### src/common/pci_master_settings.svh
`ifndef PCI_MASTER_SETTINGS_SVH
`define PCI_MASTER_SETTINGS_SVH

// write data buffer holds 1 << 10 = 1024 words
`define PCI_MST_DBUF_AW 10

// depth of the AW and AR command queues and the length queue
`define PCI_MST_CMDQ_AW 3

// depth of the B and R return queues
`define PCI_MST_RESPQ_AW 3

`endif

### src/common/pci_axi_pkg.sv
package pci_axi_pkg;

	// transaction ID shared by AW, AR, B and R
	typedef logic [3:0] axi_id_t;

	// byte address of a burst
	typedef logic [63:0] axi_addr_t;

	// burst length in beats minus one
	typedef logic [7:0] axi_len_t;

	typedef logic [31:0] axi_data_t;

	typedef logic [3:0] axi_strb_t;

	// OKAY, EXOKAY, SLVERR, DECERR
	typedef logic [1:0] axi_resp_t;

endpackage

### src/common/pci_cmd_pkg.sv
package pci_cmd_pkg;

	// completion error from the PCI engine, encoded like an AXI response
	typedef logic [1:0] cmd_err_t;

	// which path owns the command port
	typedef enum logic {
		own_write = 1'b0,
		own_read  = 1'b1
	} arb_owner_t;

endpackage

### src/rtl/sync_fifo.sv
`timescale 1ns/1ps

module sync_fifo #(
	parameter int DATA_W = 8,
	parameter int ADDR_W = 3
) (
	input  logic              mst_s_aclk,
	input  logic              mst_s_aresetn,
	input  logic              wr_en,
	input  logic [DATA_W-1:0] din,
	input  logic              rd_en,
	output logic [DATA_W-1:0] dout,
	output logic              full,
	output logic              empty
);
	localparam int DEPTH = 1 << ADDR_W;

	logic [DATA_W-1:0] mem [0:DEPTH-1];
	logic [ADDR_W:0]   wr_ptr;
	logic [ADDR_W:0]   rd_ptr;
	logic              push;
	logic              pop;

	assign push = wr_en && !full;
	assign pop  = rd_en && !empty;

	// the top pointer bit tells a full queue from an empty one
	assign empty = wr_ptr == rd_ptr;
	assign full  = (wr_ptr[ADDR_W] != rd_ptr[ADDR_W]) &&
		(wr_ptr[ADDR_W-1:0] == rd_ptr[ADDR_W-1:0]);

	// head word is visible without a read request
	assign dout = mem[rd_ptr[ADDR_W-1:0]];

	always_ff @(posedge mst_s_aclk or negedge mst_s_aresetn) begin
		if (!mst_s_aresetn) begin
			wr_ptr <= '0;
			rd_ptr <= '0;
		end else begin
			if (push)
				wr_ptr <= wr_ptr + 1'b1;
			if (pop)
				rd_ptr <= rd_ptr + 1'b1;
		end
	end

	always_ff @(posedge mst_s_aclk) begin
		if (push)
			mem[wr_ptr[ADDR_W-1:0]] <= din;
	end

endmodule

### src/pci_master_rpath/pci_master_rpath.sv
`timescale 1ns/1ps
`include "pci_master_settings.svh"

module pci_master_rpath (
	input  logic                   mst_s_aclk,
	input  logic                   mst_s_aresetn,
	input  pci_axi_pkg::axi_id_t   mst_s_arid,
	input  pci_axi_pkg::axi_addr_t mst_s_araddr,
	input  pci_axi_pkg::axi_len_t  mst_s_arlen,
	input  logic                   mst_s_arvalid,
	output logic                   mst_s_arready,
	output pci_axi_pkg::axi_id_t   mst_s_rid,
	output pci_axi_pkg::axi_data_t mst_s_rdata,
	output pci_axi_pkg::axi_resp_t mst_s_rresp,
	output logic                   mst_s_rlast,
	output logic                   mst_s_rvalid,
	input  logic                   mst_s_rready,
	output logic                   rcmd_valid,
	output pci_axi_pkg::axi_id_t   rcmd_id,
	output pci_axi_pkg::axi_addr_t rcmd_addr,
	output pci_axi_pkg::axi_len_t  rcmd_len,
	input  logic                   rcmd_ready,
	input  logic                   rdat_valid,
	input  pci_axi_pkg::axi_id_t   rdat_id,
	input  pci_axi_pkg::axi_data_t rdat_data,
	input  pci_cmd_pkg::cmd_err_t  rdat_err,
	input  logic                   rdat_last,
	output logic                   rdat_ready
);
	logic                  rdy_en;
	logic                  cmd_full;
	logic                  cmd_empty;
	logic                  beat_full;
	logic                  beat_empty;
	pci_cmd_pkg::cmd_err_t r_err;

	always_ff @(posedge mst_s_aclk or negedge mst_s_aresetn) begin
		if (!mst_s_aresetn)
			rdy_en <= 1'b0;
		else
			rdy_en <= 1'b1;
	end

	assign mst_s_arready = rdy_en && !cmd_full;

	// each AR request becomes one read command unchanged
	sync_fifo #(.DATA_W(76), .ADDR_W(`PCI_MST_CMDQ_AW)) cmd_fifo_i (
		.mst_s_aclk(mst_s_aclk), .mst_s_aresetn(mst_s_aresetn),
		.wr_en(mst_s_arvalid && mst_s_arready),
		.din({mst_s_arid, mst_s_araddr, mst_s_arlen}),
		.rd_en(rcmd_valid && rcmd_ready), .dout({rcmd_id, rcmd_addr, rcmd_len}),
		.full(cmd_full), .empty(cmd_empty)
	);

	assign rcmd_valid = !cmd_empty;

	assign rdat_ready = rdy_en && !beat_full;

	// returned beats wait here until the master takes them on R
	sync_fifo #(.DATA_W(39), .ADDR_W(`PCI_MST_RESPQ_AW)) beat_fifo_i (
		.mst_s_aclk(mst_s_aclk), .mst_s_aresetn(mst_s_aresetn),
		.wr_en(rdat_valid && rdat_ready),
		.din({rdat_id, rdat_data, rdat_err, rdat_last}),
		.rd_en(mst_s_rvalid && mst_s_rready),
		.dout({mst_s_rid, mst_s_rdata, r_err, mst_s_rlast}),
		.full(beat_full), .empty(beat_empty)
	);

	assign mst_s_rvalid = !beat_empty;
	assign mst_s_rresp = r_err;

endmodule

### config.mk
export PLATFORM = sky130hd
export DESIGN_NAME = pci_master_rpath
export DESIGN_NICKNAME = d
export VERILOG_FILES = /design/src/common/pci_axi_pkg.sv /design/src/common/pci_cmd_pkg.sv /design/src/rtl/sync_fifo.sv /design/src/pci_master_rpath/pci_master_rpath.sv
export VERILOG_INCLUDE_DIRS = /design/src /design/src/common
export SDC_FILE = /design/constraint.sdc
export NUM_CORES = 1
export LEC_CHECK = 0
export ABC_AREA = 1
export ABC_CLOCK_PERIOD_IN_PS = 7500
export BUFFER_PORTS_ARGS = -buffer_cell sky130_fd_sc_hd__buf_2
export CAP_MARGIN = 20
export CORE_MARGIN = 2
export CORE_UTILIZATION = 45
export CTS_BUF_LIST = sky130_fd_sc_hd__clkbuf_8
export DETAILED_ROUTE_END_ITERATION = 6
export SLEW_MARGIN = 20
export SYNTH_ARGS = -nofsm -noshare
export SYNTH_HDL_FRONTEND = slang
export SYNTH_SLANG_ARGS = --single-unit
### constraint.sdc
create_clock -name mst_s_aclk -period 7.5 [get_ports mst_s_aclk]
set_input_delay 0.75 -clock mst_s_aclk [delete_from_list [all_inputs] [get_ports mst_s_aclk]]
set_output_delay 0.75 -clock mst_s_aclk [all_outputs]
set_load 0.02 [all_outputs]
* Yosys cells after proc, flatten, opt, wreduce, memory -nomap -nowiden
Memories as Yosys holds them, arrays and structs flattened.
Index checks and enable logic that the tools add are counted.
** Cells by class
- Add/sub/neg operators :: 4
- Equal/unequal tests :: 6
- Multiplexer cells :: 4
- Reductions and logical operators :: 16
** Operator list (count)
- $add 4x1->4 const B :: 4
- $logic_and 1x1->1 :: 12
- $eq 4x4->1 :: 2
- $eq 3x3->1 :: 2
- $logic_not 1->1 :: 4
- $mux 1 :: 4
- $ne 1x1->1 :: 2
** Word-level totals
- Register bits :: 17
- RAM bits :: 920
- Output and inout port bits :: 119
- Logic and storage cells :: 37
- Memories :: 2
** Memories
- cmd_fifo_i.mem :: words 8, bits a word 76, rd ports 1, clocked after memory_dff 0, wr ports 1, line sync_fifo.sv:18 : logic [DATA_W-1:0] mem [0:DEPTH-1];
- beat_fifo_i.mem :: words 8, bits a word 39, rd ports 1, clocked after memory_dff 0, wr ports 1, line sync_fifo.sv:18

* Depth between registers and ports, before layout
Gate-level depths: netlist of the first run.
- Depth in word-level cells :: 8
- Gate-level depth with buffers :: 10
- Mapped depth without buffers :: 9

* Hierarchy
Synthesis of the first run repeated with hierarchy kept, for this count alone.
** Second synthesis, totals
- Cell total of the unflattened synthesis :: 2790
- Area total of the unflattened synthesis :: 36507.5 um^2
** By module, submodules not included
- sync_fifo at cmd_fifo_i :: times used 1, cells an instance 1803, area an instance 23889.2 um^2
- sync_fifo at beat_fifo_i :: times used 1, cells an instance 969, area an instance 12524.5 um^2
- pci_master_rpath :: times used 1, cells an instance 18, area an instance 93.8 um^2

* Worst setup path after synthesis of the first run
No wires, ideal clock.
- Path type :: reg-to-reg
- Start :: register cmd_fifo_i.wr_ptr[1]
- End :: memory cmd_fifo_i.mem[0][0] (enable)
- Setup time :: 0.511 ns
- Data arrival time :: 4.267 ns
- Required time :: 6.989 ns
- Path slack :: 2.722 ns
- Stages on the path, launching flop included :: 9
- Cell sequence :: dfrtp_1 buf_2 inv_1 nand2_1 nand2_1 nand4_4 nand3_2 buf_4 nor2_1
** On the way
- Word-level cells in the longest chain between the ends :: 8
** RTL lines
- from (decl) :: line sync_fifo.sv:19 : logic [ADDR_W:0] wr_ptr;
- from (signal assigned) :: line sync_fifo.sv:41 : wr_ptr <= wr_ptr + 1'b1;
- $eq 3x3->1 :: line sync_fifo.sv:30 : (wr_ptr[ADDR_W-1:0] == rd_ptr[ADDR_W-1:0]);
- $logic_and 1x1->1 :: line sync_fifo.sv:29 : assign full = (wr_ptr[ADDR_W] != rd_ptr[ADDR_W]) &&
- $logic_not 1->1 :: line sync_fifo.sv:24, pci_master_rpath.sv:44
- $logic_and 1x1->1 :: line pci_master_rpath.sv:44 : assign mst_s_arready = rdy_en && !cmd_full;
- $logic_and 1x1->1 :: line pci_master_rpath.sv:49 : .wr_en(mst_s_arvalid && mst_s_arready),
- $logic_and 1x1->1 :: line sync_fifo.sv:24 : assign push = wr_en && !full;
- $mux 1 :: line sync_fifo.sv:48 : if (push)
- $mux 1 (implied by the code) :: line sync_fifo.sv:49 : mem[wr_ptr[ADDR_W-1:0]] <= din;
- to (decl) :: line sync_fifo.sv:18
Parallel ways exist; a longest one is shown, timed or not.

* Worst setup path after layout of the first run
- Start :: register cmd_fifo_i.rd_ptr[0]
- End :: output port rcmd_addr[58]
** On the way
- Word-level cells in the longest chain between the ends :: 1
** RTL lines
- from (decl) :: line sync_fifo.sv:20 : logic [ADDR_W:0] rd_ptr;
- from (signal assigned) :: line sync_fifo.sv:43 : rd_ptr <= rd_ptr + 1'b1;
- $mem_v2 8x76
- to (decl) :: line pci_master_rpath.sv:20 : output pci_axi_pkg::axi_addr_t rcmd_addr,
No other way between the ends.

==> run summary, run 1 <==
The final-stage net count came out at 3,137. After synthesis the cells add up to 36,660 um^2. After floorplanning, the core was divided into 104 placement rows. Cells fill 51.43% of the core in the end. The period utilization came out at 64.23%. The mean post-synth cell area came out at 13.24 um^2. The total DRC errors in the routed layout came out at 0. The tree is rooted in a sky130_fd_sc_hd__clkbuf_8. The first-pass GRT wire length is 129,600 um. The post-layout instance count excluding filler cells came out at 4,198.

The number of cells on the worst hold path came out at 1. The actual transition at the worst max-transition pin came out at 1.111 ns. Walking the worst path, the cells encountered are buf_16 > inv_8 > buf_4 > o21ai_0 > o22ai_1 > nand2_1 > nand2_1 > buf_2. For the worst flop-to-flop path, the logic depth is 7. In this run, CTS created clock tree buffers numbering 153. The average via count per standard cell came out at 5.457. Leaving out fill and tap cells, the most frequent cells in the layout are sky130_fd_sc_hd__edfxtp_1 (920), sky130_fd_sc_hd__nor2_1 (464), sky130_fd_sc_hd__o21ai_0 (397), sky130_fd_sc_hd__nand2_1 (397), sky130_fd_sc_hd__buf_2 (239). The clock latency on the worst-skew pair is 0.78 ns. The count of TritonRoute iterations in the first routing pass is 5. In this run the number of H-tree levels came out at 4. The setup violation total in the final timing report came out at 0. Yosys attributes the largest share of cell area to sky130_fd_sc_hd__edfxtp_1 (75%), sky130_fd_sc_hd__o21ai_0 (5.4%), sky130_fd_sc_hd__nor2_1 (4.9%).

The switching component of the power is 6122 uW. The flow ran to the end, and the final reports show no timing, DRC or antenna violations. The number of antenna violations at the first check in global routing came out at 18.

The switching power share of the total is 38.37%. Combinational logic burns 33.9% of the power. The power per unit of standard cell area came out at 385.1 nW/um^2. The setup fix buffers added after clock tree synthesis is 0.

Once detail routing completed, the nets flagged for antenna violations numbered 0. Setup repair after global routing left no endpoint under its margin. Entering global routing, the biggest net connects 152 pins. The clock period could shrink to 4.817 ns. The leakage power is 0.01442 uW.

In this design, the stage delay of the slowest critical-path cell is 0.83 ns. The number of global-route vias before repair came out at 22.38k. TritonCTS built the clock tree.

The slowest stage of the critical path is the sky130_fd_sc_hd__buf_4 cell. For flop-to-flop paths, the worst setup slack is 2.91 ns. The clock arrives with 0.03703 ns of skew. The cell taking the most area after synthesis is sky130_fd_sc_hd__edfxtp_1. The worst-path maximum fanout is 151. In the synthesized netlist, the number of instances is 2,770. Leaving out fill and tap cells, the most frequent cell in the layout is sky130_fd_sc_hd__edfxtp_1. The number of placed cells counting well taps is 3,915. The ratio of cells with drive above 1 in the final layout is 16.02%. The reg-to-reg endpoint is cmd_fifo_i.mem[0][50]. The final RePlAce weighted congestion is 0.7746. The worst setup path is captured at an output port. Data on the critical path arrives at its endpoint at 4.07 ns. The required time of the critical path is 6.75 ns. The startpoint identified for the worst hold timing path is mst_s_araddr[26]. The class of the most critical hold timing path is input pin to flop. The iteration-0 DRC count of the detailed router is 1,833. In this run the deepest clock path goes through 3 buffers. The die extent in y is 289.4 um. The count of cell types in the netlist is 30. The initial core utilization is 45.52%.

The leftover overflow at the end of global routing is 0. The total routing usage reported by global routing came out at 20.33%. The total length of routed wires is 86,540 um. The final-report max-slew violation count came out at 0. The top-area cell type share of the netlist area came out at 75.35%. The hold-critical path endpoint is cmd_fifo_i.mem[3][34]. The wire length per cell after detailed routing came out at 20.61 um. Sequential elements use 76.51% of the synthesized area. The cell internal power dissipation came out at 9832 uW. The vias after detailed routing came out at 22.91k. For this run, the top clock speed supported by timing is 207.6 MHz. The worst-case IR drop observed on VDD is 0.2355 mV.

Hold is met by 0.2329 ns. Compared with the post-synthesis result, the final layout area differs by 12.98%. During I/O placement, the number of pins put on the boundary was 240. The yosys synthesis warning count came out at 0.

Across the run, the number of max-cap violations was 0. The die covers 83,780 um^2. The number of I/O port buffers is 239. The clock drives 937 sinks. The share of power burned in registers came out at 40.3%.

In the final timing run, aggregate negative setup slack is 0 ns. Counting both buffers and inverters, the worst setup path holds a total of 4. In this run the critical register-to-register path is launched from cmd_fifo_i.rd_ptr[2]. The sort of element at the start of the critical path is a flop.

The critical path is of the flop to output port type. The die width came out at 289.4 um. The share of total power in the clock network is 25.8%.

The detailed-placement wirelength estimate came out at 44,390 um. The core region is 80,550 um^2. Grouping stages by cell kind, the critical path spends the most delay in buffers and inverters. Once the clock tree was built, the resizer swapped 0 gates to a different size. The post-synthesis sequential element count came out at 937. The clock slew seen by the registers of the worst setup and hold paths is 0.06 ns. The worst max-slew margin expressed relative to the limit is 25.91%.

The cell that appears most often on the critical path is sky130_fd_sc_hd__nand2_1. The total count of hold-check failures in the final report is 0. The net count after synthesis came out at 2,895. The post-route total power is 15,950 uW.
cells in the mapped netlist:
cell and instances:
sky130_fd_sc_hd__a21oi_1 2, sky130_fd_sc_hd__buf_1 10, sky130_fd_sc_hd__buf_2 43, sky130_fd_sc_hd__buf_4 25, sky130_fd_sc_hd__buf_6 25, sky130_fd_sc_hd__buf_8 2, sky130_fd_sc_hd__clkbuf_1 81, sky130_fd_sc_hd__clkbuf_2 1
sky130_fd_sc_hd__conb_1 1, sky130_fd_sc_hd__dfrtp_1 17, sky130_fd_sc_hd__edfxtp_1 920, sky130_fd_sc_hd__ha_1 4, sky130_fd_sc_hd__inv_1 12, sky130_fd_sc_hd__inv_2 6, sky130_fd_sc_hd__inv_4 1, sky130_fd_sc_hd__inv_6 1
sky130_fd_sc_hd__nand2_1 397, sky130_fd_sc_hd__nand2_2 6, sky130_fd_sc_hd__nand3_1 20, sky130_fd_sc_hd__nand3_2 2, sky130_fd_sc_hd__nand4_1 8, sky130_fd_sc_hd__nand4_2 1, sky130_fd_sc_hd__nand4_4 1, sky130_fd_sc_hd__nor2_1 480
sky130_fd_sc_hd__o21ai_0 397, sky130_fd_sc_hd__o21ai_1 65, sky130_fd_sc_hd__o22ai_1 230, sky130_fd_sc_hd__xnor2_1 2, sky130_fd_sc_hd__xnor2_2 2, sky130_fd_sc_hd__xor2_1 8
sequential cells by signal, indices dropped and copies added (netlist names):
name	count
cmd_fifo_i.mem	608
cmd_fifo_i.rd_ptr	4
rdy_en	1
beat_fifo_i.mem	312
cmd_fifo_i.wr_ptr	4
beat_fifo_i.rd_ptr	4
beat_fifo_i.wr_ptr	4
final cells by class:
class / count / area (um^2)
antenna: 10 / 25.02
clock buffer: 156 / 2147
clock inverter: 115 / 688.2
fill: 6819 / 39120
inverter: 20 / 91.34
multi-input combinational: 1626 / 7589
sequential: 937 / 28070
tap: 1060 / 1326
timing repair buffer: 274 / 1489
routing by layer:
metal	share of wire [%]	wire (um)	vias to the layer above	global-route usage (%)
met4	2.4	2089	22	7.010
met3	6.7	5840	163	4.874
met5	0.15	129	-	0
li1	-	-	10649	-
met1	42	35930	11428	25.95
met2	49	42560	647	34.09
power groups by stage:
stage | Combinational [uW] | Clock, uW | Sequential, uW
after global routing | 5970 | 4450 | 6470
after floorplan | 3990 | 0 | 6350
final | 5400 | 4120 | 6430
after detailed placement | 5380 | 0 | 6590
after CTS | 5400 | 4230 | 6480
after global placement | 5280 | 0 | 6570
worst max path at each step:
stage                               startpoint                     to  slack, ns  cells after the start
after floorplan           cmd_fifo_i.wr_ptr[1]   cmd_fifo_i.mem[0][0]       2.72                      8
after global placement    cmd_fifo_i.rd_ptr[2]  cmd_fifo_i.mem[0][46]       2.95                      7
after detailed placement  cmd_fifo_i.rd_ptr[2]  cmd_fifo_i.mem[0][55]       2.88                      7
after CTS                 cmd_fifo_i.rd_ptr[0]           rcmd_addr[7]       2.47                      7
after global routing      cmd_fifo_i.rd_ptr[0]          rcmd_addr[58]       2.31                      8
final                     cmd_fifo_i.rd_ptr[0]          rcmd_addr[58]       2.68                      8
worst register-to-register path: stages (launching register included):
cell and delay [ns]:
sky130_fd_sc_hd__dfrtp_4 0.67, sky130_fd_sc_hd__clkinv_2 0.78, sky130_fd_sc_hd__nand2_1 0.32, sky130_fd_sc_hd__nand2_1 0.12, sky130_fd_sc_hd__nand4_4 0.14, sky130_fd_sc_hd__nand3_2 0.42
sky130_fd_sc_hd__nor2_4 0.84, sky130_fd_sc_hd__buf_4 0.87
cell families after synthesis:
kind of cell	share of synthesized area, %
other	0.01023
xor gates and xnor gates	0.3276
DFF	76.51
AOI/OAI and AO/OA	10.26
and+or+nand+nor	9.637
adders and majority gates	0.1365
buffers and inverters	3.119
what timing repair did:
| item | in CTS | in global routing |
|---|---|---|
| endpoints found under the setup margin | 0 | 0 |
| hold buffers | 1 | 0 |
| hold endpoints to repair | 17 | 0 |
per-stage QoR:
step                      area [um^2]  worst slack [ns]
final                           41420             2.683
after global routing            41410             2.307
after detailed placement        38520             2.883
after floorplan                 36660             2.722
after CTS                       41370             2.470
after global placement          38520             2.954
No activity file was read; power rests on OpenSTA's default activity.
==> run 2, diff against run 1 <==
ABC_CLOCK_PERIOD_IN_PS = 5000   (was 7500)
clock period = 5 ns   (was 7.5 ns; I/O delays follow)
==> run 2 against run 1 <==
Compared with the run above: cell area grew 3.4%; first-iteration DRC count up 7.5%; largest cell class unchanged; worst hold slack gained 0.064 ns.
==> run summary, run 2 (synthesized netlist as in run 1, its figures left out) <==
The total count of hold-check failures in the final report is 0 (unchanged). Leaving out fill and tap cells, the most frequent cells in the layout are sky130_fd_sc_hd__edfxtp_1 (920), sky130_fd_sc_hd__nor2_1 (464), sky130_fd_sc_hd__o21ai_0 (397), sky130_fd_sc_hd__nand2_1 (397), sky130_fd_sc_hd__buf_2 (239). The total routing usage reported by global routing came out at 20.93% (+0.60 points).

The setup violation total in the final timing report is 0 (unchanged). The stage delay of the slowest cell on the critical path came to 0.94 ns (+0.11 ns). The run finished with clean final reports. The arrival time of the worst setup path is 3.50 ns (-0.57 ns). The number of routed nets with antenna violations is 0 (unchanged). The total of max-cap violations came out at 0 (unchanged). The required time of the critical path is 4.50 ns (-2.25 ns). The area added between synthesis and finish came out at 16.78%.

The die width is 289.4 um (unchanged). The worst setup path is captured at an output port. The period utilization is 79.91%. The switching power share of the total came to 38.65% (+0.27 points). The path depth of the worst reg2reg path came out at 7 (unchanged). The critical path start-end classification is flop to output port.

The vias after detailed routing is 23.39k (+2.1%). The largest voltage drop on the vdd net is 0.4064 mV (+73%). The total DRC errors in the routed layout is 0 (unchanged). The fmax is 250.3 MHz. The start of the worst register-to-register path is cmd_fifo_i.rd_ptr[2]. The tree is rooted in a sky130_fd_sc_hd__clkbuf_8. Leaving out fill and tap cells, the most frequent cell in the layout is sky130_fd_sc_hd__edfxtp_1. The worst setup path is launched from a flop. Traced cell by cell, the critical path runs through buf_4 > o21ai_0 > o22ai_1 > nand2_1 > nand2_1 > buf_2.

The dominant delay contributor by cell family on the critical path is buffers and inverters. The final RePlAce weighted congestion is 0.7911 (+2.1%). The setup slack on the worst flop-to-flop path came out at 1.07 ns (-1.84 ns). The initial core utilization came out at 45.52% (unchanged).

The combinational power share is 33.8% (about the same). The clock latency on the worst-skew pair is 0.81 ns (+0.03 ns). The first-pass GRT wire length was 133,800 um (+3.2%). The final-stage net count came out at 3,265 (+4.1%). Setup repair after global routing left no endpoint under its margin. The worst max-slew margin expressed relative to the limit is 30.29% (+4.4 points). The count of TritonRoute iterations in the first routing pass came to 5 (unchanged). The worst clock skew came out at 0.04370 ns (+0.006677 ns). The worst-case clock buffer depth is 3 (unchanged). The final setup TNS is 0 ns (unchanged).

The clock slew seen by the registers of the worst setup and hold paths is 0.06 ns (about the same). The total length of routed wires came out at 88,220 um (+1.9%). The average via count per standard cell is 5.406 (-0.94%). The share of total power in the clock network came out at 26.1% (+0.3 points). The post-cts gate resize count was 0 (unchanged). The TritonCTS buffer count came out at 152 (-0.65%). Counting I/O delays and the setup requirement, the final critical path takes 3.995 ns. The H-tree depth came out at 4 (unchanged). The largest individual stage delay along the critical path comes from the cell sky130_fd_sc_hd__dfrtp_4. The final-report max-slew violation count is 0 (unchanged).

The pin count of the biggest net entering global routing is 158 (+3.9%). The number of global-route vias before repair came out at 23.41k (+4.6%). The detailed-placement wirelength estimate came out at 45,400 um (+2.3%). The iteration-0 DRC count of the detailed router is 1,970 (+7.5%).

The leftover overflow at the end of global routing is 0 (unchanged). The switching component of the power is 9356 uW (+53%). The power per unit of standard cell area came to 565.4 nW/um^2 (+47%).

The number of flip-flops in the largest register was 608 (unchanged). The top-level port count is 240 (unchanged). The die extent in y came out at 289.4 um (unchanged). The standard cell area after detailed placement is 38,690 um^2 (+0.43%).

The TritonCTS clock tree is done. The class of the most critical hold timing path is input pin to async pin. The number of I/O port buffers is 239 (unchanged). The worst-path maximum fanout came out at 92 (-39%). The actual transition at the worst max-transition pin is 1.044 ns (-0.06718 ns). The standard-cell row count came out at 104 (unchanged). The number of antenna violations at the first check in global routing is 9 (-9). In this run the critical register-to-register path is captured at cmd_fifo_i.mem[5][68]. The wire length per cell after detailed routing is 20.39 um (-1.1%). The number of clock sinks seen by CTS is 937 (unchanged). The finished layout cell area is 42,810 um^2 (+3.4%). The die area came to 83,780 um^2 (unchanged). The leakage power came out at 0.01499 uW (+4.0%). The ratio of cells with drive above 1 in the final layout is 15.85% (-0.17 points).

The cell internal power dissipation came to 14,850 uW (+51%). The most used cell along the critical path is sky130_fd_sc_hd__nand2_1. The share of power burned in registers is 40.0% (-0.3 points). The sum of buffers and inverters on the critical path came out at 2 (-2). The placeable core area was 80,550 um^2 (unchanged).
[run 2: cell types whose count changed in the layout (fill, tap and decap cells not counted), moves of 6 or more]
cell                            before  now
sky130_fd_sc_hd__clkinv_1           32   41
sky130_fd_sc_hd__inv_1              64   54
sky130_fd_sc_hd__diode_2            10    4
sky130_fd_sc_hd__dlygate4sd3_1       1  120
sky130_fd_sc_hd__buf_12              0    7
[run 2: power groups by stage]
stage          sequential, uW  clock [uW]  combinational [uW]
3_3_place_gp             9830           0                8040
6_report                 9690        6330                8190
2_1_floorplan            9530           0                5990
3_5_place_dp             9850           0                8180
4_1_cts                  9690        6480                8290
5_1_grt                  9750        6810                9060
[run 2: area by class of cell]
cell class,count,area (um^2)
antenna,4,10.01
clock buffer,154,2120
clock inverter,122,789.5
fill,6720,37730
inverter,20,93.84
multi-input combinational,1626,7589
sequential,937,28070
tap,1060,1326
timing repair buffer,403,2819
[run 2: through the flow]
step | utilization (%) | instances | hold WS, ns | power, uW | setup WS (ns)
2_1_floorplan | - | 2770 | 0.2044 | 15520 | 0.2221
3_3_place_gp | 48.03 | 3926 | 0.4577 | 17870 | 1.025
3_5_place_dp | 48.03 | 3926 | 0.4762 | 18040 | 1.015
4_1_cts | 53.13 | 4322 | 0.1982 | 24460 | 0.7643
5_1_grt | 53.15 | 4326 | 0.2745 | 25620 | 0.7546
6_report | 53.15 | 4326 | 0.2967 | 24210 | 1.005
[run 2: what timing repair did]
item,in CTS,in global routing
hold endpoints to repair,946,0
hold buffers,120,0
buffers inserted,0,0
[run 2: layer usage]
metal  vias up  share of wire [%]  GRT usage (%)
met4         8                2.9          8.183
met5         -              0.062              0
met1     11564                 41          26.66
met3       188                6.4          4.457
li1      10907                  -              -
met2       718                 49          35.14
[run 2: how the worst max path moves through the flow]
stage                                      from               endpoint  cells after the start
after floorplan            cmd_fifo_i.wr_ptr[1]   cmd_fifo_i.mem[0][0]                      8
after global placement     cmd_fifo_i.rd_ptr[2]  cmd_fifo_i.mem[5][21]                      7
after detailed placement   cmd_fifo_i.rd_ptr[2]  cmd_fifo_i.mem[5][21]                      7
after CTS                  cmd_fifo_i.rd_ptr[0]             rcmd_id[2]                      6
after global routing      beat_fifo_i.rd_ptr[0]        mst_s_rdata[31]                      6
final                     beat_fifo_i.rd_ptr[0]        mst_s_rdata[31]                      6
