===== config.mk =====
export PLATFORM = sky130hd
export DESIGN_NAME = pci_cmd_arb
export DESIGN_NICKNAME = d
export VERILOG_FILES = /design/src/common/pci_master_settings.svh /design/src/common/pci_axi_pkg.sv /design/src/common/pci_cmd_pkg.sv /design/src/rtl/pci_cmd_arb.sv
export SDC_FILE = /design/constraint.sdc
export NUM_CORES = 1
export LEC_CHECK = 0
export BUFFER_PORTS_ARGS = -buffer_cell sky130_fd_sc_hd__buf_4
export CAP_MARGIN = 25
export CORE_AREA = 2 2 91 93
export CTS_CLUSTER_SIZE = 40
export DETAILED_ROUTE_END_ITERATION = 12
export DIE_AREA = 0 0 93 95
export GPL_TIMING_DRIVEN = 0
export PLACE_DENSITY = 0.49
export SLEW_MARGIN = 20
export SYNTH_ARGS = -nofsm -noshare
export SYNTH_HDL_FRONTEND = slang
export SYNTH_SLANG_ARGS = --single-unit
export TNS_END_PERCENT = 5

===== constraint.sdc =====
create_clock -name mst_s_aclk -period 2.5 [get_ports mst_s_aclk]
set_input_delay 0.5 -clock mst_s_aclk [delete_from_list [all_inputs] [get_ports mst_s_aclk]]
set_output_delay 0.5 -clock mst_s_aclk [all_outputs]
set_load 0.01 [all_outputs]

===== src/common/pci_master_settings.svh =====
`ifndef PCI_MASTER_SETTINGS_SVH
`define PCI_MASTER_SETTINGS_SVH

// write data buffer holds 1 << 10 = 1024 words
`define PCI_MST_DBUF_AW 10

// depth of the AW and AR command queues and the length queue
`define PCI_MST_CMDQ_AW 3

// depth of the B and R return queues
`define PCI_MST_RESPQ_AW 3

`endif


===== src/common/pci_axi_pkg.sv =====
package pci_axi_pkg;

	// transaction ID shared by AW, AR, B and R
	typedef logic [3:0] axi_id_t;

	// byte address of a burst
	typedef logic [63:0] axi_addr_t;

	// burst length in beats minus one
	typedef logic [7:0] axi_len_t;

	typedef logic [31:0] axi_data_t;

	typedef logic [3:0] axi_strb_t;

	// OKAY, EXOKAY, SLVERR, DECERR
	typedef logic [1:0] axi_resp_t;

endpackage


===== src/common/pci_cmd_pkg.sv =====
package pci_cmd_pkg;

	// completion error from the PCI engine, encoded like an AXI response
	typedef logic [1:0] cmd_err_t;

	// which path owns the command port
	typedef enum logic {
		own_write = 1'b0,
		own_read  = 1'b1
	} arb_owner_t;

endpackage


===== src/rtl/pci_cmd_arb.sv =====
`timescale 1ns/1ps

module pci_cmd_arb (
	input  logic                   mst_s_aclk,
	input  logic                   mst_s_aresetn,
	input  logic                   wcmd_valid,
	input  pci_axi_pkg::axi_id_t   wcmd_id,
	input  pci_axi_pkg::axi_addr_t wcmd_addr,
	input  pci_axi_pkg::axi_len_t  wcmd_len,
	output logic                   wcmd_ready,
	input  logic                   rcmd_valid,
	input  pci_axi_pkg::axi_id_t   rcmd_id,
	input  pci_axi_pkg::axi_addr_t rcmd_addr,
	input  pci_axi_pkg::axi_len_t  rcmd_len,
	output logic                   rcmd_ready,
	output logic                   cmd_valid,
	output logic                   cmd_write,
	output pci_axi_pkg::axi_id_t   cmd_id,
	output pci_axi_pkg::axi_addr_t cmd_addr,
	output pci_axi_pkg::axi_len_t  cmd_len,
	input  logic                   cmd_ready
);
	pci_cmd_pkg::arb_owner_t owner;
	pci_cmd_pkg::arb_owner_t grant;
	logic                    stalled;

	// a stalled command keeps the port, otherwise the path not served last wins
	always_comb begin
		if (stalled)
			grant = owner;
		else if (wcmd_valid && rcmd_valid)
			grant = (owner == pci_cmd_pkg::own_write) ?
				pci_cmd_pkg::own_read : pci_cmd_pkg::own_write;
		else if (wcmd_valid)
			grant = pci_cmd_pkg::own_write;
		else
			grant = pci_cmd_pkg::own_read;
	end

	assign cmd_write  = grant == pci_cmd_pkg::own_write;
	assign cmd_valid  = cmd_write ? wcmd_valid : rcmd_valid;
	assign cmd_id     = cmd_write ? wcmd_id : rcmd_id;
	assign cmd_addr   = cmd_write ? wcmd_addr : rcmd_addr;
	assign cmd_len    = cmd_write ? wcmd_len : rcmd_len;
	assign wcmd_ready = cmd_ready && cmd_write;
	assign rcmd_ready = cmd_ready && !cmd_write;

	// starting as read owner lets the first contested grant go to writes
	always_ff @(posedge mst_s_aclk or negedge mst_s_aresetn) begin
		if (!mst_s_aresetn) begin
			owner   <= pci_cmd_pkg::own_read;
			stalled <= 1'b0;
		end else if (cmd_valid) begin
			owner   <= grant;
			stalled <= !cmd_ready;
		end else begin
			stalled <= 1'b0;
		end
	end

endmodule


## Word level (Yosys, flattened, before mapping)

Cells that the tools add are included.

- Bits in latches: 0
- Output and inout bits: 80
- ROM bits: 0
- Bits in registers: 2
- Memories: 0
- Input bits: 157
- Word-level logic and storage cells: 16
- RAM bits: 0

- Shift-type cells: 0
- Magnitude comparators: 0
- Divide/modulo/power cells: 0
- Equal/unequal tests: 0
- Reduce and logical (&&, ||, !) cells: 4
- Add/sub/neg operators: 0
- Bitwise logic cells: 1
- Multiplexer cells: 9
- $mul: 0

Operators by type and width:

| cell | number |
|---|---|
| 64-bit 2-to-1 mux | 1 |
| 8-bit 2-to-1 mux | 1 |
| 1-bit 2-to-1 mux | 6 |
| 4-bit 2-to-1 mux | 1 |
| 1-bit logical AND | 3 |
| 1-bit logical NOT | 1 |
| 1-bit inverter | 1 |

## Longest topological paths before layout

Gate-level depths: netlist of the first run.

- Word-level depth: 5
- Gate-level depth with buffers: 5
- Depth with buffers taken out: 3

## Least setup slack after synthesis of the first run

Ideal clock, no wire load.

- Path kind: input to output
- Start: input rcmd_valid
- End: output cmd_len[0]
- Arrival: 1,554 ps
- Slack: 446 ps
- Stages on the path: 5
- Required time: 2,000 ps
- Buffers on the path: 2
- Cells stage by stage: nor2b_1 -> o21ai_2 -> buf_4 -> buf_6 -> mux2_1

- Cells in the longest elaborated chain, start to end: 4

RTL lines:

| item | RTL line | source |
|---|---|---|
| from (decl) | pci_cmd_arb.sv:11 | `input logic rcmd_valid,` |
| 1-bit logical AND | pci_cmd_arb.sv:31 | `else if (wcmd_valid && rcmd_valid)` |
| 1-bit 2-to-1 mux | pci_cmd_arb.sv:31 |  |
| 1-bit 2-to-1 mux | pci_cmd_arb.sv:29 | `if (stalled)` |
| 8-bit 2-to-1 mux | pci_cmd_arb.sv:44 | `assign cmd_len = cmd_write ? wcmd_len : rcmd_len;` |
| to (decl) | pci_cmd_arb.sv:20 | `output pci_axi_pkg::axi_len_t cmd_len,` |

Every way passes these cells.

## Worst setup path after layout of the first run

- Start: register owner
- End: output cmd_addr[48]

- Cells in the longest elaborated chain, start to end: 4

RTL lines:

| item | RTL line | source |
|---|---|---|
| from (decl) | pci_cmd_arb.sv:23 | `pci_cmd_pkg::arb_owner_t owner;` |
| from (signal assigned) | pci_cmd_arb.sv:51 | `owner <= pci_cmd_pkg::own_read;` |
| from (signal assigned) | pci_cmd_arb.sv:54 | `owner <= grant;` |
| 1-bit 2-to-1 mux | pci_cmd_arb.sv:32 | `grant = (owner == pci_cmd_pkg::own_write) ?` |
| 1-bit 2-to-1 mux | pci_cmd_arb.sv:31 |  |
| 1-bit 2-to-1 mux (*) | pci_cmd_arb.sv:29 |  |
| 64-bit 2-to-1 mux (*) | pci_cmd_arb.sv:43 | `assign cmd_addr = cmd_write ? wcmd_addr : rcmd_addr;` |
| to (decl) | pci_cmd_arb.sv:19 | `output pci_axi_pkg::axi_addr_t cmd_addr,` |

Every way passes the cells marked *; elsewhere a longest branch is shown, timed or not.

==> flow_metrics.env, run 1 <==
export IMPL_sequentialPowerShare_pct=3.9
export IMPL_yosysWarnings=0
export IMPL_post_layout_nonfiller_instances=446
export IMPL_cellInternalPower_uw=793
export IMPL_cts_hold_buf=0
export IMPL_ant_nets=0
export IMPL_ranking_of_synthesized_cells_by_area="sky130_fd_sc_hd__mux2_2, sky130_fd_sc_hd__mux2_1, sky130_fd_sc_hd__buf_2"
export IMPL_ys_seq_area_share_pct=4.98
export IMPL_die_height_um=95
export IMPL_clk_insertion_delay_late_ps=210
export IMPL_result_of_the_run="complete, no violations"
export IMPL_first_pass_grt_wire_length_um=8510
export IMPL_routed_via_count=1750
export IMPL_cts_max_path_buffers=2
export IMPL_synth_most_common_cell="sky130_fd_sc_hd__mux2_2"
export IMPL_wl_per_cell_um=13.7
export IMPL_worst_slew_margin_pct=80.5
export IMPL_synth_enable_flop_cells=0
export IMPL_critical_path_slowest_cell="sky130_fd_sc_hd__dfstp_2"
export IMPL_flow_area_growth_from_synthesis_pct=194
export IMPL_synth_cells=99
export IMPL_synth_ff_type="sky130_fd_sc_hd__dfstp_2"
export IMPL_cts_tree="built"
export IMPL_drt_wl_total_um=6120
export IMPL_fraction_of_layout_cells_with_a_size_suffix_above_1_pct=93.8
export IMPL_timing_critical_path_buf_inv=2
export IMPL_grt_pass1_vias=1834
export IMPL_powerDensity_nw_per_um2=397
export IMPL_standby_leakage_power_uw=0.00156
export IMPL_crit_path_launch_type="flip-flop"
export IMPL_drv_slew=0
export IMPL_path_class="reg -> out"
export IMPL_avg_cell_area_syn_um2=10.4
export IMPL_tightestPinTransition_ps=291
export IMPL_clock_tree_htree_level_count=1
export IMPL_final_period_utilization_pct=96.8
export IMPL_place_detailed_hpwl_um=5480
export IMPL_clk_network_pwr_share_pct=11.4
export IMPL_crit_path_end_kind="primary output"
export IMPL_maxCapViolCount=0
export IMPL_syn_num_nets=256
export IMPL_grt_antenna_before_repair=0
export IMPL_drc=0
export IMPL_final_hold_viol_count=0
export IMPL_width_of_the_die_um=93
export IMPL_post_synth_instance_area_um2=1030
export IMPL_fin_hold_ws_ps=59.7
export IMPL_synth_top_cells_by_count="sky130_fd_sc_hd__mux2_2, sky130_fd_sc_hd__mux2_1, sky130_fd_sc_hd__buf_2"
export IMPL_synth_top_cell_area_share_pct=75.5
export IMPL_cp_required_ps=2000
export IMPL_netSwitchingPower_uw=411
export IMPL_grt_remaining_overflow=0
export IMPL_grt_start_max_net_pins=11
export IMPL_share_comb_of_total_power_pct=84.7
export IMPL_cts_sink_count=2
export IMPL_worstHoldPathType="in -> async"
export IMPL_drtIter0Drc=18
export IMPL_start_util_pct=13.0
export IMPL_ios=237
export IMPL_dp_worst_setup_slack_ps=-91.3
export IMPL_synth_async_sr_flop_share_pct=100
export IMPL_cts_inserted_buffers=3
export IMPL_synth_seq_cells=2
export IMPL_antennaDiodeCount=0
export IMPL_avgViaCountPerCell=3.92
export IMPL_library_cell_with_the_largest_summed_area_after_synthesis="sky130_fd_sc_hd__mux2_2"
export IMPL_finish_utilization_pct=38.2
export IMPL_unrepaired_setup_endpoints_after_global_routing="yes"
export IMPL_cp_top_family="flip-flops"
export IMPL_finalWeightedCongestion=0.751
export IMPL_cp_slowest_stage_delay_ps=530
export IMPL_crit_chain="nor2b_1, o21ai_4, clkbuf_4, mux2_2, buf_4"
export IMPL_coreArea_um2=7930
export IMPL_all_layer_global_routing_usage_pct=12.2
export IMPL_placed_cells=440
export IMPL_maximum_operating_frequency_mhz=413
export IMPL_clockRootBuffer="sky130_fd_sc_hd__clkbuf_8"
export IMPL_netlist_cell_type_count=17
export IMPL_nFillCells=840
export IMPL_core_rowCount=33
export IMPL_timing_final_crit_period_ps=2420
export IMPL_setup_violations_final=0
export IMPL_cts_clock_pin_slew_for_the_worst_setup_and_hold_paths_ps=30
export IMPL_timing_critical_path_arrival_ps=1920
export IMPL_die_area_um2=8840
export IMPL_highest_fanout_seen_on_the_critical_path=10
export IMPL_max_vdd_ir_drop_mv=0.144
export IMPL_finalWorstSetupSlack_ps=80.7
export IMPL_clock_skew_final_ps=4.59
export IMPL_layout_nets=499
export IMPL_finalSetupTns_ps=0
export IMPL_first_pass_iters=2
export IMPL_swShare_pct=34.2
export IMPL_port_buffers=236
sequential cells by signal, indices dropped and copies added (netlist names):
name	flops
stalled	1
owner	1
cells by family (layout without fill, tap and decap cells):
group	after synthesis	after routing	synth area share, %
mux	76	76	83.1
flops	2	2	4.98
buf+inv	9	251	5.10
simple gates	9	9	4.62
compound gates	3	3	2.19
routing by layer:
metal / share of wire [%] / up-vias / global-route usage, %
met1: 34 / 774 / 12.9
met4: 0.57 / 0 / 3.43
met5: 0 / - / 0
met2: 54 / 118 / 23.1
met3: 12 / 4 / 3.99
li1: - / 854 / -
layout by cell type (no fill, tap or decap), drive strengths merged:
master	count
buf	241
mux2	76
clkbuf	9
nor2b	2
nand2b	2
nor2	2
o21ai	1
and2	1
nand2	1
a21oi	1
nor3	1
inv	1
a22o	1
dfstp	1
dfrtp	1
stage by stage:
stage	power, uW	instance area [um^2]
final	1200	3030
after global routing	1290	3030
after CTS	1200	2990
after detailed placement	1050	2930
after global placement	1050	2930
after floorplan	515	1030
worst reg2reg max path, cell delays in order, from the launching register on:
cell                       delay (ps)
sky130_fd_sc_hd__dfstp_2          530
sky130_fd_sc_hd__nand2b_1         170
sky130_fd_sc_hd__a21oi_1          100
sky130_fd_sc_hd__nor3_1           150
path summary, 6_finish.rpt:
kind	slack, ps	cells after the start	endpoint	from
setup / recovery	80	5	cmd_addr[48]	owner
hold / removal	60	1	stalled	mst_s_aresetn
setup reg to reg	1450	3	stalled	owner
hold reg to reg	570	1	owner	owner
max in group asynchronous	2250	1	owner	mst_s_aresetn
min in group mst_s_aclk	470	2	stalled	cmd_ready
power groups by stage:
stage	Clock [uW]	Combinational (uW)	Sequential, uW
2_1_floorplan	0	469	46.0
3_3_place_gp	0	1000	46.7
3_5_place_dp	0	999	47.1
4_1_cts	142	1010	46.8
5_1_grt	149	1100	47.5
6_report	137	1020	47.0
area by class of cell:
class / instances / area (um^2) / share of cell area, %
Inverter: 1 / 3.75 / 0.124
Tap cell: 105 / 131 / 4.33
Clock buffer: 4 / 45.0 / 1.49
Multi-Input combinational cell: 88 / 933 / 30.8
Buffer: 8 / 67.6 / 2.23
Timing Repair Buffer: 238 / 1800 / 59.3
Sequential cell: 2 / 51.3 / 1.69
repair_timing:
item | CTS | global route
gates resized for setup | 3 | 5
hold endpoints to repair | 0 | 0
setup endpoints to repair | 67 | 57
pin swaps | 1 | 1
setup buffers | 0 | 2
No activity file was read; power rests on OpenSTA's default activity.
==> run 2: changes to the inputs <==
==> constraint.sdc (replaced) <==
create_clock -name mst_s_aclk -period 2.5 [get_ports mst_s_aclk]
set_input_delay 0 -clock mst_s_aclk [delete_from_list [all_inputs] [get_ports mst_s_aclk]]
set_output_delay 0 -clock mst_s_aclk [all_outputs]
set_load 0.01 [all_outputs]
==> run 2 against run 1 <==
Compared with the run above: via count rose by 0.11%; sequential power barely moved; non-clock buffer count did not move; worst setup slack improved by 360 ps; cell area fell by 1.1%; global-route usage barely moved; register-to-register slack improved by 50 ps; wire length fell by 0.87%; first-iteration DRC count fell by 11%; critical path depth rose by 1; critical path type unchanged; critical endpoint is now cmd_len[2]; highest routed layer unchanged.
==> flow_metrics.env, run 2 (same netlist as run 1, synthesis figures left out) <==
export IMPL_result_of_the_run="complete, no violations"
export IMPL_timing_reg2reg_worst_path_depth=3
export IMPL_cp_slowest_stage_delay_ps=530
export IMPL_netSwitchingPower_uw=404
export IMPL_layout_nets=499
export IMPL_setup_violations_final=0
export IMPL_crit_path_launch_type="flip-flop"
export IMPL_nFillCells=843
export IMPL_maxCapViolCount=0
export IMPL_cts_sink_count=2
export IMPL_swShare_pct=34.5
export IMPL_dpl_cell_area_um2=2930
export IMPL_first_pass_grt_wire_length_um=8550
export IMPL_grt_remaining_overflow=0
export IMPL_path_class="reg -> out"
export IMPL_critical_path_slowest_cell="sky130_fd_sc_hd__dfstp_2"
export IMPL_crit_end="cmd_len[2]"
export IMPL_drtIter0Drc=16
export IMPL_width_of_the_die_um=93
export IMPL_cellInternalPower_uw=766
export IMPL_drt_wl_total_um=6060
export IMPL_all_layer_global_routing_usage_pct=12.2
export IMPL_unrepaired_setup_endpoints_after_global_routing="no"
export IMPL_avgViaCountPerCell=3.93
export IMPL_worst_slew_margin_pct=75.2
export IMPL_cts_hold_buf=2
export IMPL_drv_slew=0
export IMPL_timing_final_crit_period_ps=2060
export IMPL_maximum_operating_frequency_mhz=486
export IMPL_die_height_um=95
export IMPL_final_hold_viol_count=0
export IMPL_flow_area_growth_from_synthesis_pct=191
export IMPL_post_cts_resize_count=0
export IMPL_place_detailed_hpwl_um=5480
export IMPL_worstHoldPathType="in -> async"
export IMPL_share_comb_of_total_power_pct=84.3
export IMPL_cell_seen_most_often_among_critical_path_stages="sky130_fd_sc_hd__buf_4"
export IMPL_cts_inserted_buffers=3
export IMPL_most_common_layout_cells="sky130_fd_sc_hd__buf_4, sky130_fd_sc_hd__mux2_2, sky130_fd_sc_hd__mux2_1, sky130_fd_sc_hd__buf_2, sky130_fd_sc_hd__clkbuf_8"
export IMPL_cp_required_ps=2500
export IMPL_drc=0
export IMPL_antennaDiodeCount=0
export IMPL_finalWeightedCongestion=0.751
export IMPL_startpoint="owner"
export IMPL_crit_path_end_kind="primary output"
export IMPL_max_vdd_ir_drop_mv=0.143
export IMPL_clockRootBuffer="sky130_fd_sc_hd__clkbuf_8"
export IMPL_post_cts_setup_buffer_count=0
export IMPL_reg_top3="owner x1, stalled x1"
export IMPL_cts_tree="built"
export IMPL_finalSetupTns_ps=0
export IMPL_r2r_start="owner"
export IMPL_dp_worst_setup_slack_ps=579
export IMPL_die_area_um2=8840
export IMPL_cts_clock_pin_slew_for_the_worst_setup_and_hold_paths_ps=30
export IMPL_highest_fanout_seen_on_the_critical_path=10
export IMPL_clock_tree_htree_level_count=1
export IMPL_powerDensity_nw_per_um2=390
export IMPL_r2r_end="stalled"
export IMPL_clk_network_pwr_share_pct=11.7
export IMPL_rrSetupSlack_ps=1500
export IMPL_timing_critical_path_arrival_ps=2060
export IMPL_standby_leakage_power_uw=0.00155
export IMPL_routed_via_count=1752
export IMPL_cts_max_path_buffers=2
export IMPL_grt_pass1_vias=1850
export IMPL_core_rowCount=33
export IMPL_sequentialPowerShare_pct=4.0
export IMPL_wl_per_cell_um=13.6
export IMPL_coreArea_um2=7930
export IMPL_ios=237
export IMPL_ant_nets=0
export IMPL_first_pass_iters=5
export IMPL_finalWorstSetupSlack_ps=442
export IMPL_tightestPinTransition_ps=371
export IMPL_layout_cells_most_common="sky130_fd_sc_hd__buf_4"
export IMPL_finalInstanceArea_um2=3000
export IMPL_port_buffers=236
export IMPL_clk_insertion_delay_late_ps=210
export IMPL_grt_antenna_before_repair=0
export IMPL_start_util_pct=13.0
export IMPL_crit_chain="nor2b_1, o21ai_2, buf_4, buf_6, mux2_1, buf_4"
export IMPL_fraction_of_layout_cells_with_a_size_suffix_above_1_pct=93.3
export IMPL_grt_start_max_net_pins=11
export IMPL_final_period_utilization_pct=82.3
export IMPL_clock_skew_final_ps=4.07
-- run 2: cell count changes in the layout (fill, tap and decap cells not counted) --
| cell | previous run | this run |
|---|---|---|
| sky130_fd_sc_hd__o21ai_2 | 0 | 1 |
| sky130_fd_sc_hd__buf_4 | 238 | 237 |
| sky130_fd_sc_hd__buf_6 | 2 | 1 |
| sky130_fd_sc_hd__buf_2 | 0 | 6 |
| sky130_fd_sc_hd__clkbuf_4 | 5 | 0 |
| sky130_fd_sc_hd__dlygate4sd3_1 | 0 | 2 |
| sky130_fd_sc_hd__o21ai_4 | 1 | 0 |
| sky130_fd_sc_hd__buf_12 | 1 | 0 |
-- run 2: worst min-delay path by stage --
stage | endpoint | depth (start not counted)
3_3_place_gp | stalled | 1
3_5_place_dp | stalled | 1
5_1_grt | stalled | 2
4_1_cts | stalled | 2
6_report | stalled | 2
2_1_floorplan | stalled | 0
-- run 2: layout make-up --
| class | count | area, um^2 | share of cell area, % |
|---|---|---|---|
| flip-flops and latches | 2 | 51.3 | 1.71 |
| well taps | 105 | 131 | 4.38 |
| clock buffers | 4 | 45.0 | 1.50 |
| inverters | 1 | 3.75 | 0.125 |
| multi-input cells | 88 | 926 | 30.9 |
| plain buffers | 8 | 48.8 | 1.63 |
| repair buffers | 238 | 1790 | 59.8 |
-- run 2: power by group through the flow --
stage	clock (uW)	sequential, uW	combinational [uW]
finish	136	46.9	986
global route	149	47.5	1060
detailed placement	0	47.1	999
floorplan	0	46.0	469
CTS	142	46.8	1010
global placement	0	46.7	1000
-- run 2: stage by stage --
stage | cells | power [uW] | hold slack [ps] | util, %
detailed placement | 440 | 1050 | -218 | 37.0
finish | 446 | 1170 | 114 | 37.8
CTS | 446 | 1190 | 121 | 37.8
global route | 446 | 1260 | 125 | 37.8
floorplan | 99 | 515 | -296 | -
global placement | 440 | 1050 | -218 | 37.0
-- run 2: worst max-delay path, delay by kind of cell, from the launching register on --
family | cells | cell delay [ps]
buffers and inverters | 3 | 570
flip-flops | 1 | 530
multiplexers | 1 | 330
AND/OR/NAND/NOR | 1 | 60
AO/OA/AOI/OAI | 1 | 340
-- run 2: metal layers --
metal | up-vias | track usage (%) | share of wire, %
li1 | 856 | - | -
met1 | 774 | 13.1 | 34
met2 | 118 | 22.9 | 54
met3 | 4 | 3.99 | 12
met4 | 0 | 3.43 | 0.66
met5 | - | 0 | 0
==> run 3: changes to the inputs <==
clock period = 2.1 ns   (was 2.5 ns; I/O delays follow)
==> run 3 against run 2 <==
Compared with the run above: cell area increased by 0.38%; utilization increased by 0.14 points; global-route usage about the same; critical endpoint is now cmd_addr[54]; largest power group unchanged; highest routed layer unchanged.
==> flow_metrics.env, run 3 (same netlist as run 1, synthesis figures left out) <==
export IMPL_layout_cells_most_common="sky130_fd_sc_hd__buf_4"
export IMPL_grt_pass1_vias=1848
export IMPL_layout_nets=499
export IMPL_grt_antenna_before_repair=0
export IMPL_powerDensity_nw_per_um2=465
export IMPL_path_class="reg -> out"
export IMPL_die_area_um2=8840
export IMPL_all_layer_global_routing_usage_pct=12.3
export IMPL_cp_required_ps=2100
export IMPL_most_common_layout_cells="sky130_fd_sc_hd__buf_4, sky130_fd_sc_hd__mux2_2, sky130_fd_sc_hd__mux2_1, sky130_fd_sc_hd__buf_2, sky130_fd_sc_hd__clkbuf_8"
export IMPL_final_period_utilization_pct=92.3
export IMPL_timing_final_crit_period_ps=1940
export IMPL_ant_nets=0
export IMPL_width_of_the_die_um=93
export IMPL_setup_violations_final=0
export IMPL_clk_insertion_delay_late_ps=210
export IMPL_first_pass_iters=5
export IMPL_result_of_the_run="complete, no violations"
export IMPL_r2r_end="stalled"
export IMPL_crit_chain="nand2b_1, o21ai_4, buf_2, mux2_2, buf_4"
export IMPL_worstHoldPathType="in -> async"
export IMPL_ios=237
export IMPL_drtIter0Drc=15
export IMPL_drv_slew=0
export IMPL_avgViaCountPerCell=3.93
export IMPL_standby_leakage_power_uw=0.00155
export IMPL_unrepaired_setup_endpoints_after_global_routing="no"
export IMPL_crit_path_end_kind="primary output"
export IMPL_finish_utilization_pct=38.0
export IMPL_finalSetupTns_ps=0
export IMPL_cts_clock_pin_slew_for_the_worst_setup_and_hold_paths_ps=30
export IMPL_port_buffers=236
export IMPL_cts_inserted_buffers=3
export IMPL_r2r_start="owner"
export IMPL_highest_fanout_seen_on_the_critical_path=10
export IMPL_max_vdd_ir_drop_mv=0.170
export IMPL_final_hold_viol_count=0
export IMPL_start_util_pct=13.0
export IMPL_cts_max_path_buffers=2
export IMPL_routed_via_count=1754
export IMPL_flow_area_growth_from_synthesis_pct=192
export IMPL_die_height_um=95
export IMPL_critical_path_slowest_cell="sky130_fd_sc_hd__dfrtp_1"
export IMPL_antennaDiodeCount=0
export IMPL_coreArea_um2=7930
export IMPL_maxCapViolCount=0
export IMPL_post_cts_setup_buffer_count=0
export IMPL_tightestPinTransition_ps=268
export IMPL_first_pass_grt_wire_length_um=8570
export IMPL_wl_per_cell_um=13.6
export IMPL_drt_wl_total_um=6070
export IMPL_clockRootBuffer="sky130_fd_sc_hd__clkbuf_8"
export IMPL_crit_path_launch_type="flip-flop"
export IMPL_timing_critical_path_arrival_ps=1940
export IMPL_clock_tree_htree_level_count=1
export IMPL_finalWeightedCongestion=0.751
export IMPL_clock_skew_final_ps=4.07
export IMPL_reg_top3="owner x1, stalled x1"
export IMPL_cts_tree="built"
export IMPL_core_rowCount=33
export IMPL_maximum_operating_frequency_mhz=516
export IMPL_fraction_of_layout_cells_with_a_size_suffix_above_1_pct=93.3
export IMPL_worst_slew_margin_pct=82.1
export IMPL_timing_reg2reg_worst_path_depth=3
export IMPL_cp_slowest_stage_delay_ps=390
export IMPL_grt_start_max_net_pins=11
export IMPL_rrSetupSlack_ps=1050
export IMPL_place_detailed_hpwl_um=5480
export IMPL_drc=0
export IMPL_cts_sink_count=2
export IMPL_grt_remaining_overflow=0
==> run 3: cell counts in the layout (fill, tap and decap cells not counted) <==
Identical to the previous run, type by type.
==> run 3: cell type report <==
type,instances,area (um^2)
fillers,842,4920
repair buffers,238,1790
multi-input cells,88,933
well taps,105,131
plain buffers,8,52.6
flip-flops and latches,2,51.3
clock buffers,4,45.0
inverters,1,3.75
==> run 3: what timing repair did <==
action	in CTS	in global routing
hold buffers	2	0
setup endpoints to repair	14	3
resized for setup	1	1
pin swaps	0	1
endpoints found under the hold margin	3	0
==> run 3: layer usage <==
| metal | track usage (%) | part of all wire (%) |
|---|---|---|
| met5 | 0 | 0 |
| met4 | 3.43 | 0.66 |
| met3 | 3.99 | 12 |
| met2 | 22.9 | 54 |
| met1 | 13.2 | 34 |
==> run 3: worst max path at each step <==
| stage | from | end | slack [ps] | depth (start not counted) |
|---|---|---|---|---|
| floorplan | owner | cmd_len[0] | 600 | 5 |
| global placement | owner | cmd_len[2] | 220 | 6 |
| detailed placement | owner | cmd_len[2] | 180 | 6 |
| CTS | owner | cmd_len[2] | 60 | 6 |
| global route | stalled | cmd_addr[54] | 2 | 5 |
| finish | stalled | cmd_addr[54] | 160 | 5 |
==> run 3: report_power, final <==
| group | total, uW | internal [uW] | switching, uW |
|---|---|---|---|
| clock | 162 | 129 | 33.3 |
| combinational | 1180 | 738 | 444 |
| sequential | 55.9 | 49.8 | 6.13 |
==> run 3: through the flow <==
step / cells / setup slack (ps) / power, uW / hold WS, ps / instance area (um^2)
3_3_place_gp: 440 / 220 / 1250 / -218 / 2930
2_1_floorplan: 99 / 598 / 613 / -296 / 1030
5_1_grt: 446 / 2.16 / 1510 / 125 / 3010
4_1_cts: 446 / 55.1 / 1430 / 121 / 3010
6_report: 446 / 162 / 1400 / 114 / 3010
3_5_place_dp: 440 / 179 / 1250 / -218 / 2930
==> run 3: critical path, delay by kind of cell (launching register included) <==
family	cells	cell delay [ps]
compound gates	1	290
flops	1	390
buf+inv	2	470
simple gates	1	200
mux	1	370
